File: config.mk
export PLATFORM = sky130hd
export DESIGN_NAME = load_extend
export DESIGN_NICKNAME = d
export VERILOG_FILES = /design/src/hw/lsu_pkg.sv /design/src/hw/load_extend.sv
export SDC_FILE = /design/constraint.sdc
export NUM_CORES = 1
export LEC_CHECK = 0
export ABC_CLOCK_PERIOD_IN_PS = 4000
export BUFFER_PORTS_ARGS = -buffer_cell sky130_fd_sc_hd__buf_2
export CAP_MARGIN = 20
export CORE_AREA = 2 2 79 81
export DETAILED_ROUTE_END_ITERATION = 7
export DIE_AREA = 0 0 81 83
export PLACE_DENSITY_LB_ADDON = 0.08
export SETUP_SLACK_MARGIN = 0.02
export SLEW_MARGIN = 20
export SYNTH_ARGS = -nofsm -noshare
export SYNTH_HDL_FRONTEND = slang
export SYNTH_SLANG_ARGS = --single-unit
File: constraint.sdc
create_clock -name vclk -period 4
set_clock_uncertainty 0.1 [all_clocks]
set_input_delay 0.2 -clock vclk [all_inputs]
set_output_delay 0.2 -clock vclk [all_outputs]
set_load 0.03 [all_outputs]
File: src/hw/lsu_pkg.sv
/*
 * lsu types for the memory-access stage
 * pipeline widths and the access-kind encoding carried from execute
 */
package lsu_pkg;

    localparam int xlen      = 64;  // data and address width
    localparam int reg_idx_w = 5;   // register index width

    // access kind, numeric codes also used by the golden file
    typedef enum logic [3:0] {
        op_none = 4'd0,   // alu result goes to rd
        op_lb   = 4'd1,
        op_lh   = 4'd2,
        op_lw   = 4'd3,
        op_ld   = 4'd4,
        op_lbu  = 4'd5,
        op_lhu  = 4'd6,
        op_lwu  = 4'd7,
        op_sb   = 4'd8,
        op_sh   = 4'd9,
        op_sw   = 4'd10,
        op_sd   = 4'd11,
        op_nop  = 4'd12   // bubble, no writeback
    } mem_op_e;

    function automatic logic is_load(mem_op_e op);
        return (op >= op_lb) && (op <= op_lwu);
    endfunction

    function automatic logic is_store(mem_op_e op);
        return (op >= op_sb) && (op <= op_sd);
    endfunction

endpackage
File: src/hw/load_extend.sv
/*
 * load aligner and writeback former
 * picks the loaded lane, extends it and builds the register write record
 */
module load_extend (
    input  lsu_pkg::mem_op_e                   entry_op,
    input  logic [lsu_pkg::reg_idx_w-1:0]      entry_rd,
    input  logic [lsu_pkg::xlen-1:0]           entry_addr,
    input  logic [lsu_pkg::xlen-1:0]           load_data,
    output logic                               wb_wen,
    output logic [lsu_pkg::reg_idx_w-1:0]      wb_rd,
    output logic [lsu_pkg::xlen-1:0]           wb_data
);
    import lsu_pkg::*;

    logic [2:0]  lane;        // byte offset in the beat
    logic [7:0]  byte_lane;
    logic [15:0] half_lane;
    logic [31:0] word_lane;

    assign lane      = entry_addr[2:0];
    assign byte_lane = load_data[{lane, 3'b000} +: 8];
    assign half_lane = load_data[{lane[2:1], 4'b0000} +: 16];   // aligned halves only
    assign word_lane = load_data[{lane[2], 5'b00000} +: 32];

    always_comb begin
        unique case (entry_op)
            op_lb:   wb_data = {{(xlen - 8){byte_lane[7]}}, byte_lane};
            op_lh:   wb_data = {{(xlen - 16){half_lane[15]}}, half_lane};
            op_lw:   wb_data = {{(xlen - 32){word_lane[31]}}, word_lane};
            op_ld:   wb_data = load_data;
            op_lbu:  wb_data = {{(xlen - 8){1'b0}}, byte_lane};
            op_lhu:  wb_data = {{(xlen - 16){1'b0}}, half_lane};
            op_lwu:  wb_data = {{(xlen - 32){1'b0}}, word_lane};
            op_none: wb_data = entry_addr;           // alu result rides in addr
            default: wb_data = '0;                   // stores and nop
        endcase
    end

    // x0 is hardwired, so never enable a write to it
    assign wb_wen = (is_load(entry_op) || (entry_op == op_none)) && (entry_rd != '0);
    assign wb_rd  = entry_rd;

endmodule

==> metrics.txt <==
CP max-delay cell nand2_1; dpl hpwl 7100 um; final RePlAce weighted congestion 0.798; die width 81 um; CLK BUF 0; RSZ-0062 raised after global routing false; status finished clean; die area 0.00672 mm2; Period minus WS final 2770 ps; final-layout fill cell count 611; vias in the first global route 2830; share of Yosys cell area claimed by the top area cell type 0.183; final-report max-slew violation count 0; Critical Path RT 3700 ps; Leak Pwr 1.68 nW; ranking of synthesized cells by area mux4_2 18%, a22oi_1 13%, a222oi_1 9.6%; crit path max fanout 24; vias per cell 6.06; Ys Warns 0; critical hold path startpoint entry_rd[1]; PwrDens 149 mW/mm2; Final Setup Violations 0; critical path startpoint entry_addr[1]; critical path class primary input to output pin; crit share post-route 0.693; initial antenna violation count 0; area delta synth->final 45.2%; PostCTS Resize Cnt 0; Worst path max stage delay 680 ps; Routed Antenna Nets 0; Core Box Area 0.00582 mm2; via count 3061; Synth Area in Simple Gates 0.297; Ports 207; XOR/XNOR Fraction of Synth Area 0; largest net degree at the start of global routing 65; # diodes 0; I/O Buffers 207; sequential share of the synthesized area 0; Finished Layout Cells 505; largest area contributor in the netlist mux4_2; Post-Syn Nets 392; drt drc 0; Synth Instances 255; seq_cells 0; site row count 28; Hold Violations, Final 0; largest family of logic cells by synthesized area compound AO/OA/AOI/OAI gates; global-route wire length before repair 14600 um; Post-CTS Repair Setup Buffers 0; most frequent cells in the layout 207 x buf_2, 35 x a22oi_1, 30 x nand2_2; multiplexer share of the synthesized area 0.263; critical path, cell by cell buf_2 -> mux4_1 -> o22a_1 -> nand2_1 -> nand3_1 -> buf_2; syn avg cell area 8.20 um2; ratio of cells with drive above 1 in the final layout 0.626; register area 0 um2; CP top delay family simple AND/OR/NAND/NOR gates; Peak supply drop 99.7 uV; Initial Util 0.360; first drt pass iteration count 6; dpl cells 505; CP startpoint kind primary input; Post-Synth Adder-Cell Area 0; final WL 9420 um; Routed WL per cell 18.7 um; multi-input combinational cell area 0.00187 mm2; GRT Total Usage 0.264; area fraction in compound gates after synthesis 0.331; final setup TNS 0 ps; Mapped Area 0.00209 mm2; Buf+Inv Stages, Crit Path 2; Max Clock Freq 361 MHz; Max Cap Viol 0; critical path arrival 2470 ps; post-synthesis cell type count 42; # nets final 569; slew of the pin with the lowest slew margin 881 ps; crit path capture type output pin; CP most frequent cell buf_2; leading cell type in the layout, fill and taps excluded buf_2; relative slew slack 0.411; hold_buf cts 0; initial drt markers 234; GRT overflow 0; Min-Delay Path Class primary input to output pin; height of the die 83 um
kinds of logic (layout without fill, tap and decap cells):
logic type | Yosys count | in the layout
compound gates | 79 | 79
buf+inv | 38 | 213
mux | 30 | 30
simple gates | 108 | 108
metrics by stage:
stage	instance area [um2]	power [mW]	utilization	hold WS (ps)	setup WS, ps
2_1_floorplan	2090	0.294	-	432	1950
3_3_place_gp	3040	0.449	0.522	566	1190
3_5_place_dp	3040	0.451	0.522	568	1220
4_1_cts	3040	0.453	0.522	568	1220
5_1_grt	3040	0.483	0.522	573	1020
6_report	3040	0.453	0.522	565	1230
report_power, final:
part / internal, mW / leakage [nW] / switching (mW)
clock: 0 / 0 / 0
combinational: 0.173 / 1.68 / 0.279
sequential: 0 / 0 / 0
synth_stat cells (all sizes together), types with 3 or more instances:
| cell | count |
|---|---|
| a221o | 8 |
| nor3b | 3 |
| buf | 28 |
| mux4 | 19 |
| nand2 | 44 |
| nand2b | 3 |
| clkbuf | 8 |
| nand3 | 28 |
| mux2 | 3 |
| a22oi | 35 |
| a221oi | 6 |
| a222oi | 20 |
| mux2i | 8 |
| nor2 | 14 |
final timing paths:
kind / slack [ps] / cells past startpoint / endpoint
setup / recovery: 1230 / 6 / wb_data[22]
hold / removal: 570 / 2 / wb_rd[1]
cell type report:
cell class,instances,area share
tap,75,0.0309
multi-input combinational,217,0.616
timing repair buffer,211,0.351
inverter,2,0.00247
routing by layer:
metal / GRT usage / vias up / part of all wire
met2: 0.461 / 171 / 0.50
met1: 0.360 / 1470 / 0.41
met4: 0.0216 / 0 / 0.0074
met5: 0 / - / 0
met3: 0.0293 / 6 / 0.088
li1: - / 1414 / -
(Power assumes the default switching activity.)
