$ cat config.mk
export PLATFORM = sky130hd
export DESIGN_NAME = lsu_axi_master
export DESIGN_NICKNAME = d
export VERILOG_FILES = /design/src/hw/axi_lite_pkg.sv /design/src/hw/lsu_pkg.sv /design/src/hw/lsu_axi_master.sv
export SDC_FILE = /design/constraint.sdc
export NUM_CORES = 1
export LEC_CHECK = 0
export ABC_AREA = 1
export BUFFER_PORTS_ARGS = -buffer_cell sky130_fd_sc_hd__buf_4
export CAP_MARGIN = 15
export CELL_PAD_IN_SITES_DETAIL_PLACEMENT = 0
export CELL_PAD_IN_SITES_GLOBAL_PLACEMENT = 2
export CORE_AREA = 2 2 162 164
export CTS_CLUSTER_SIZE = 14
export DETAILED_ROUTE_END_ITERATION = 12
export DIE_AREA = 0 0 164 166
export HOLD_SLACK_MARGIN = 0.05
export PLACE_DENSITY_LB_ADDON = 0.1
export SYNTH_ARGS = -nofsm -noshare
export SYNTH_HDL_FRONTEND = slang
export SYNTH_SLANG_ARGS = --single-unit
$ cat constraint.sdc
create_clock -name clk -period 10.6 [get_ports clk]
set_clock_uncertainty 0.05 [all_clocks]
set_input_delay 0.53 -clock clk [delete_from_list [all_inputs] [get_ports clk]]
set_output_delay 0.53 -clock clk [all_outputs]
set_load 0.05 [all_outputs]
$ cat src/hw/axi_lite_pkg.sv
/*
 * axi4-lite bus definitions
 * widths, response codes and the size of the data ram
 */
package axi_lite_pkg;

    localparam int axi_addr_w = 32;  // bus address
    localparam int axi_data_w = 64;  // one beat per access
    localparam int axi_strb_w = 8;   // one strobe per byte

    // ram decodes 2 KiB, 256 words of 64 bits
    localparam int ram_addr_w = 11;

    typedef enum logic [1:0] {
        resp_okay   = 2'b00,
        resp_exokay = 2'b01,
        resp_slverr = 2'b10,
        resp_decerr = 2'b11
    } axi_resp_e;

endpackage

$ cat src/hw/lsu_pkg.sv
/*
 * lsu types for the memory-access stage
 * pipeline widths and the access-kind encoding carried from execute
 */
package lsu_pkg;

    localparam int xlen      = 64;  // data and address width
    localparam int reg_idx_w = 5;   // register index width

    // access kind, numeric codes also used by the golden file
    typedef enum logic [3:0] {
        op_none = 4'd0,   // alu result goes to rd
        op_lb   = 4'd1,
        op_lh   = 4'd2,
        op_lw   = 4'd3,
        op_ld   = 4'd4,
        op_lbu  = 4'd5,
        op_lhu  = 4'd6,
        op_lwu  = 4'd7,
        op_sb   = 4'd8,
        op_sh   = 4'd9,
        op_sw   = 4'd10,
        op_sd   = 4'd11,
        op_nop  = 4'd12   // bubble, no writeback
    } mem_op_e;

    function automatic logic is_load(mem_op_e op);
        return (op >= op_lb) && (op <= op_lwu);
    endfunction

    function automatic logic is_store(mem_op_e op);
        return (op >= op_sb) && (op <= op_sd);
    endfunction

endpackage
$ cat src/hw/lsu_axi_master.sv
/*
 * lsu axi4-lite master
 * issues one read or write per held memory op, shifts store data into its
 * lane, latches the read beat and flags completion to the stage register
 */
module lsu_axi_master (
    input  logic                                  clk,
    input  logic                                  rst,
    input  logic                                  entry_valid,
    input  lsu_pkg::mem_op_e                      entry_op,
    input  logic [lsu_pkg::xlen-1:0]              entry_addr,
    input  logic [lsu_pkg::xlen-1:0]              entry_src2,
    input  logic                                  entry_retire,
    output logic                                  entry_done,
    output logic [lsu_pkg::xlen-1:0]              load_data,
    output logic [axi_lite_pkg::axi_addr_w-1:0]   awaddr,
    output logic                                  awvalid,
    input  logic                                  awready,
    output logic [axi_lite_pkg::axi_data_w-1:0]   wdata,
    output logic [axi_lite_pkg::axi_strb_w-1:0]   wstrb,
    output logic                                  wvalid,
    input  logic                                  wready,
    input  axi_lite_pkg::axi_resp_e               bresp,
    input  logic                                  bvalid,
    output logic                                  bready,
    output logic [axi_lite_pkg::axi_addr_w-1:0]   araddr,
    output logic                                  arvalid,
    input  logic                                  arready,
    input  logic [axi_lite_pkg::axi_data_w-1:0]   rdata,
    input  axi_lite_pkg::axi_resp_e               rresp,
    input  logic                                  rvalid,
    output logic                                  rready
);
    import lsu_pkg::*;
    import axi_lite_pkg::*;

    typedef enum logic [2:0] {
        st_idle,
        st_write_req,
        st_write_resp,
        st_read_req,
        st_read_resp,
        st_complete
    } state_e;

    state_e state_q, state_d;
    logic aw_done_q, w_done_q;          // aw and w accepted separately
    logic [2:0] size_m1;                // access bytes minus one
    logic [axi_strb_w-1:0] base_strb;   // strobe before lane shift
    logic is_mem;

    always_comb begin
        unique case (entry_op)
            op_lb, op_lbu, op_sb: begin size_m1 = 3'd0; base_strb = 8'h01; end
            op_lh, op_lhu, op_sh: begin size_m1 = 3'd1; base_strb = 8'h03; end
            op_lw, op_lwu, op_sw: begin size_m1 = 3'd3; base_strb = 8'h0f; end
            op_ld, op_sd:         begin size_m1 = 3'd7; base_strb = 8'hff; end
            default:              begin size_m1 = 3'd0; base_strb = 8'h00; end
        endcase
    end

    assign is_mem = is_load(entry_op) || is_store(entry_op);

    // address and lane-shifted write payload, stable while the entry is held
    assign awaddr = entry_addr[axi_addr_w-1:0];
    assign araddr = entry_addr[axi_addr_w-1:0];
    assign wdata  = entry_src2 << {entry_addr[2:0], 3'b000};
    assign wstrb  = base_strb << entry_addr[2:0];

    assign awvalid = (state_q == st_write_req) && !aw_done_q;
    assign wvalid  = (state_q == st_write_req) && !w_done_q;
    assign bready  = (state_q == st_write_resp);
    assign arvalid = (state_q == st_read_req);
    assign rready  = (state_q == st_read_resp);

    // non-memory ops finish at once
    assign entry_done = (entry_valid && !is_mem) || (state_q == st_complete);

    always_comb begin
        state_d = state_q;
        unique case (state_q)
            st_idle: begin
                if (entry_valid && is_load(entry_op)) state_d = st_read_req;
                else if (entry_valid && is_store(entry_op)) state_d = st_write_req;
            end
            st_write_req: begin
                if ((aw_done_q || awready) && (w_done_q || wready)) state_d = st_write_resp;
            end
            st_write_resp: if (bvalid) state_d = st_complete;
            st_read_req:   if (arready) state_d = st_read_resp;
            st_read_resp:  if (rvalid) state_d = st_complete;
            st_complete:   if (entry_retire) state_d = st_idle;    // wait for write-back
            default:       state_d = st_idle;
        endcase
    end

    always_ff @(posedge clk) begin
        if (rst) begin
            state_q   <= st_idle;
            aw_done_q <= 1'b0;
            w_done_q  <= 1'b0;
        end else begin
            state_q <= state_d;
            if (state_q == st_write_req) begin
                if (awvalid && awready) aw_done_q <= 1'b1;
                if (wvalid && wready) w_done_q <= 1'b1;
            end else begin
                aw_done_q <= 1'b0;   // ready for the next store
                w_done_q  <= 1'b0;
            end
        end
    end

    always_ff @(posedge clk) begin
        if (rvalid && rready) load_data <= rdata;   // raw beat for the aligner
    end

    // execute never sends a misaligned access
    a_aligned: assert property (@(posedge clk) disable iff (rst)
        entry_valid && is_mem |-> (entry_addr[2:0] & size_m1) == 3'b000);

    a_resp_okay: assert property (@(posedge clk) disable iff (rst)
        !((bvalid && bresp != resp_okay) || (rvalid && rresp != resp_okay)));

    a_b_in_resp: assert property (@(posedge clk) disable iff (rst)
        bvalid |-> state_q == st_write_resp);

endmodule

==> impl_metrics.env <==
export IMPL_status="finished clean"
export IMPL_synth_area_mux_share_pct=4.84
export IMPL_numCtsBuffers=9
export IMPL_cp_startpoint="entry_addr[0]"
export IMPL_p_leak_nw=3.32
export IMPL_dr_first_iter_drc_count=186
export IMPL_diodes=0
export IMPL_numClockSinks=69
export IMPL_wl_mm=19.2
export IMPL_min_from="rdata[61]"
export IMPL_syn_nets=817
export IMPL_die_x_um=164
export IMPL_placed_cell_area_um2=6720
export IMPL_post_cts_resized=0
export IMPL_required_ps=10020
export IMPL_p_per_area_nw_per_um2=172
export IMPL_area_growth_pct=49.0
export IMPL_htree_levels=3
export IMPL_startpoint_type="input pin"
export IMPL_grt_pass1_vias=4942
export IMPL_rsz0062_at_grt="false"
export IMPL_r2r_start="state_q[2]"
export IMPL_timing_critical_path_arrival_ps=2830
export IMPL_die_area_um2=27200
export IMPL_max_vdd_ir_drop_mv=0.0921
export IMPL_slew_violations=0
export IMPL_holdWs_ps=326
export IMPL_min_path_type="input pin to flop"
export IMPL_critPathMaxFanout=64
export IMPL_crit_chain="buf_4 > inv_2 > nand2_1 > a21oi_1 > a31oi_1 > o21ai_1 > buf_4"
export IMPL_avgSynthCellArea_um2=7.89
export IMPL_drv_cap=0
export IMPL_final_setup_viol_count=0
export IMPL_vias=4816
export IMPL_clock_latency_ps=320
export IMPL_viasPerCell=4.20
export IMPL_final_area_um2=7090
export IMPL_grt_pass1_wl_mm=28.7
export IMPL_critical_path_slowest_cell="inv_2"
export IMPL_cts_root_buffer="clkbuf_16"
export IMPL_die_h_um=166
export IMPL_initial_core_util_pct=18.6
export IMPL_holdBufCountCts=0
export IMPL_antenna_found_initial=0
export IMPL_period_needed_ps=3410
export IMPL_ys_seq_area_share_pct=42.5
export IMPL_fin_total_pwr_mw=1.22
export IMPL_core_area_um2=25600
export IMPL_timing_setup_tns_ps=0
export IMPL_cts_max_path_buffers=2
export IMPL_fin_nets=1022
export IMPL_tritoncts="done"
export IMPL_critPathTopFamily="buffers and inverters"
export IMPL_ant_nets=0
export IMPL_cp_num_buf_inv=3
export IMPL_synth_xor_area_share_pct=0
export IMPL_hold_viol=0
export IMPL_io_buffers=291
export IMPL_slowest_delay_ps=660
export IMPL_synth_seq_cells=69
export IMPL_synth_cell_types=29
export IMPL_wl_per_cell_um=16.7
export IMPL_yosysWarnings=0
export IMPL_clk_pin_slew_worst_paths_ps=60
export IMPL_cts_setup_buffers=0
export IMPL_yosys_area_share_adder_pct=1.31
export IMPL_grt_usage_pct=13.5
export IMPL_synth_top_family_by_area="simple AND/OR/NAND/NOR gates"
export IMPL_gp_congestion=0.734
export IMPL_grt_max_degree=65
export IMPL_first_pass_iters=4
export IMPL_post_route_period_util_pct=32.1
export IMPL_max_freq_ghz=0.294
export IMPL_endpoint_kind="primary output"
export IMPL_overflow=0
export IMPL_synth_cells=603
export IMPL_path_class="input pin to primary output"
export IMPL_synthSimpleGateAreaFrac_pct=27.7
export IMPL_num_io_pins=415
export IMPL_rows=59
export IMPL_synth_compound_area_share_pct=7.57
export IMPL_worst_pin_slew_ps=1040
export IMPL_dpl_hpwl_mm=15.0
export IMPL_syn_area_um2=4760
export IMPL_drive_gt1_share_pct=40.6
export IMPL_crit_top_cell="buf_4"
export IMPL_drc=0
export IMPL_final_util_pct=27.7
export IMPL_slew_limit_headroom_pct=30.7
state kept, by name, indices dropped and copies added, names as in the netlist:
| name | count |
|---|---|
| state_q | 3 |
| aw_done_q | 1 |
| w_done_q | 1 |
| load_data | 64 |
layer usage:
| metal | vias to the layer above | track usage (%) | share of wire, % |
|---|---|---|---|
| li1 | 2371 | - | - |
| met2 | 169 | 24.1 | 50 |
| met3 | 28 | 4.35 | 7.8 |
| met1 | 2248 | 15.6 | 40 |
| met5 | - | 0 | 0 |
| met4 | 0 | 3.28 | 1.8 |
logic make-up after synthesis:
group | Yosys count
adder cells (fa/ha/maj) | 5
multiplexers | 23
buffers and inverters | 125
AND/OR/NAND/NOR | 312
flip-flops | 69
AO/OA/AOI/OAI | 69
layout make-up:
type / instances / area (um2)
fillers: 2834 / 18500
repair buffers: 294 / 2210
flip-flops and latches: 69 / 2020
multi-input cells: 409 / 1980
well taps: 335 / 419
clock buffers: 9 / 225
clock inverters: 7 / 145
inverters: 25 / 93.8
synthesized netlist by cell type:
cell type    n  area [um2]
nor2_2       5        31.3
nand4_1      4        25.0
dfxtp_1      5         100
nand3b_1     2        15.0
nand2_2      1        6.26
buf_4       71         533
buf_1        1        3.75
a21oi_1     12        60.1
inv_2        8        30.0
clkinv_1     1        3.75
mux2i_1     23         230
inv_1       16        60.1
o211ai_1     1        7.51
o21ai_2      1        8.76
buf_2       11        55.1
nor3_2       1        10.0
a31oi_1      7        43.8
nor2_1      46         173
o21ai_0      2        10.0
ha_1         5        62.6
nand3_1     75         375
clkbuf_1    15        56.3
edfxtp_1    64        1920
nor3_1       1        5.00
buf_6        2        22.5
o21ai_1     46         230
or2_1        1        6.26
nand2_1    174         653
nand3_2      2        20.0
power breakdown:
| group | internal, mW | total [mW] | switching [mW] |
|---|---|---|---|
| combinational | 0.148 | 0.500 | 0.352 |
| clock | 0.255 | 0.369 | 0.114 |
| sequential | 0.340 | 0.354 | 0.0140 |
final timing paths:
| check | to | slack [ps] | depth (start not counted) |
|---|---|---|---|
| worst max-delay path | wdata[48] | 7190 | 7 |
| worst max register to register | load_data[33] | 8630 | 5 |
| worst min-delay path | load_data[61] | 330 | 1 |
| worst min register to register | w_done_q | 410 | 2 |
worst reg2reg max path: stages, from the launching register on:
cell and delay, ps:
dfxtp_1 390, inv_2 80, nor3_2 180, inv_1 120, nor2_4 80, buf_4 640
stage by stage:
step           std cells  setup WS (ps)
6_report            1148           7190
4_1_cts             1148           7170
3_3_place_gp        1132           7180
2_1_floorplan        603           6110
5_1_grt             1148           6950
3_5_place_dp        1132           7160
cells in the final DEF, fill, tap and decap left out, types with 2 or more instances in the layout:
master	count
nand3_1	75
buf_4	294
clkbuf_16	9
inv_1	16
ha_1	5
nand2_1	174
mux2i_1	23
dfxtp_1	5
o21ai_1	46
nand3b_1	2
nand3_2	2
edfxtp_1	64
nand4_1	4
o21ai_0	2
a31oi_1	7
inv_2	9
nor2_1	45
a21oi_1	12
nor2_2	5
bufinv_16	4
Note: power is estimated with default switching activity, not from simulation.
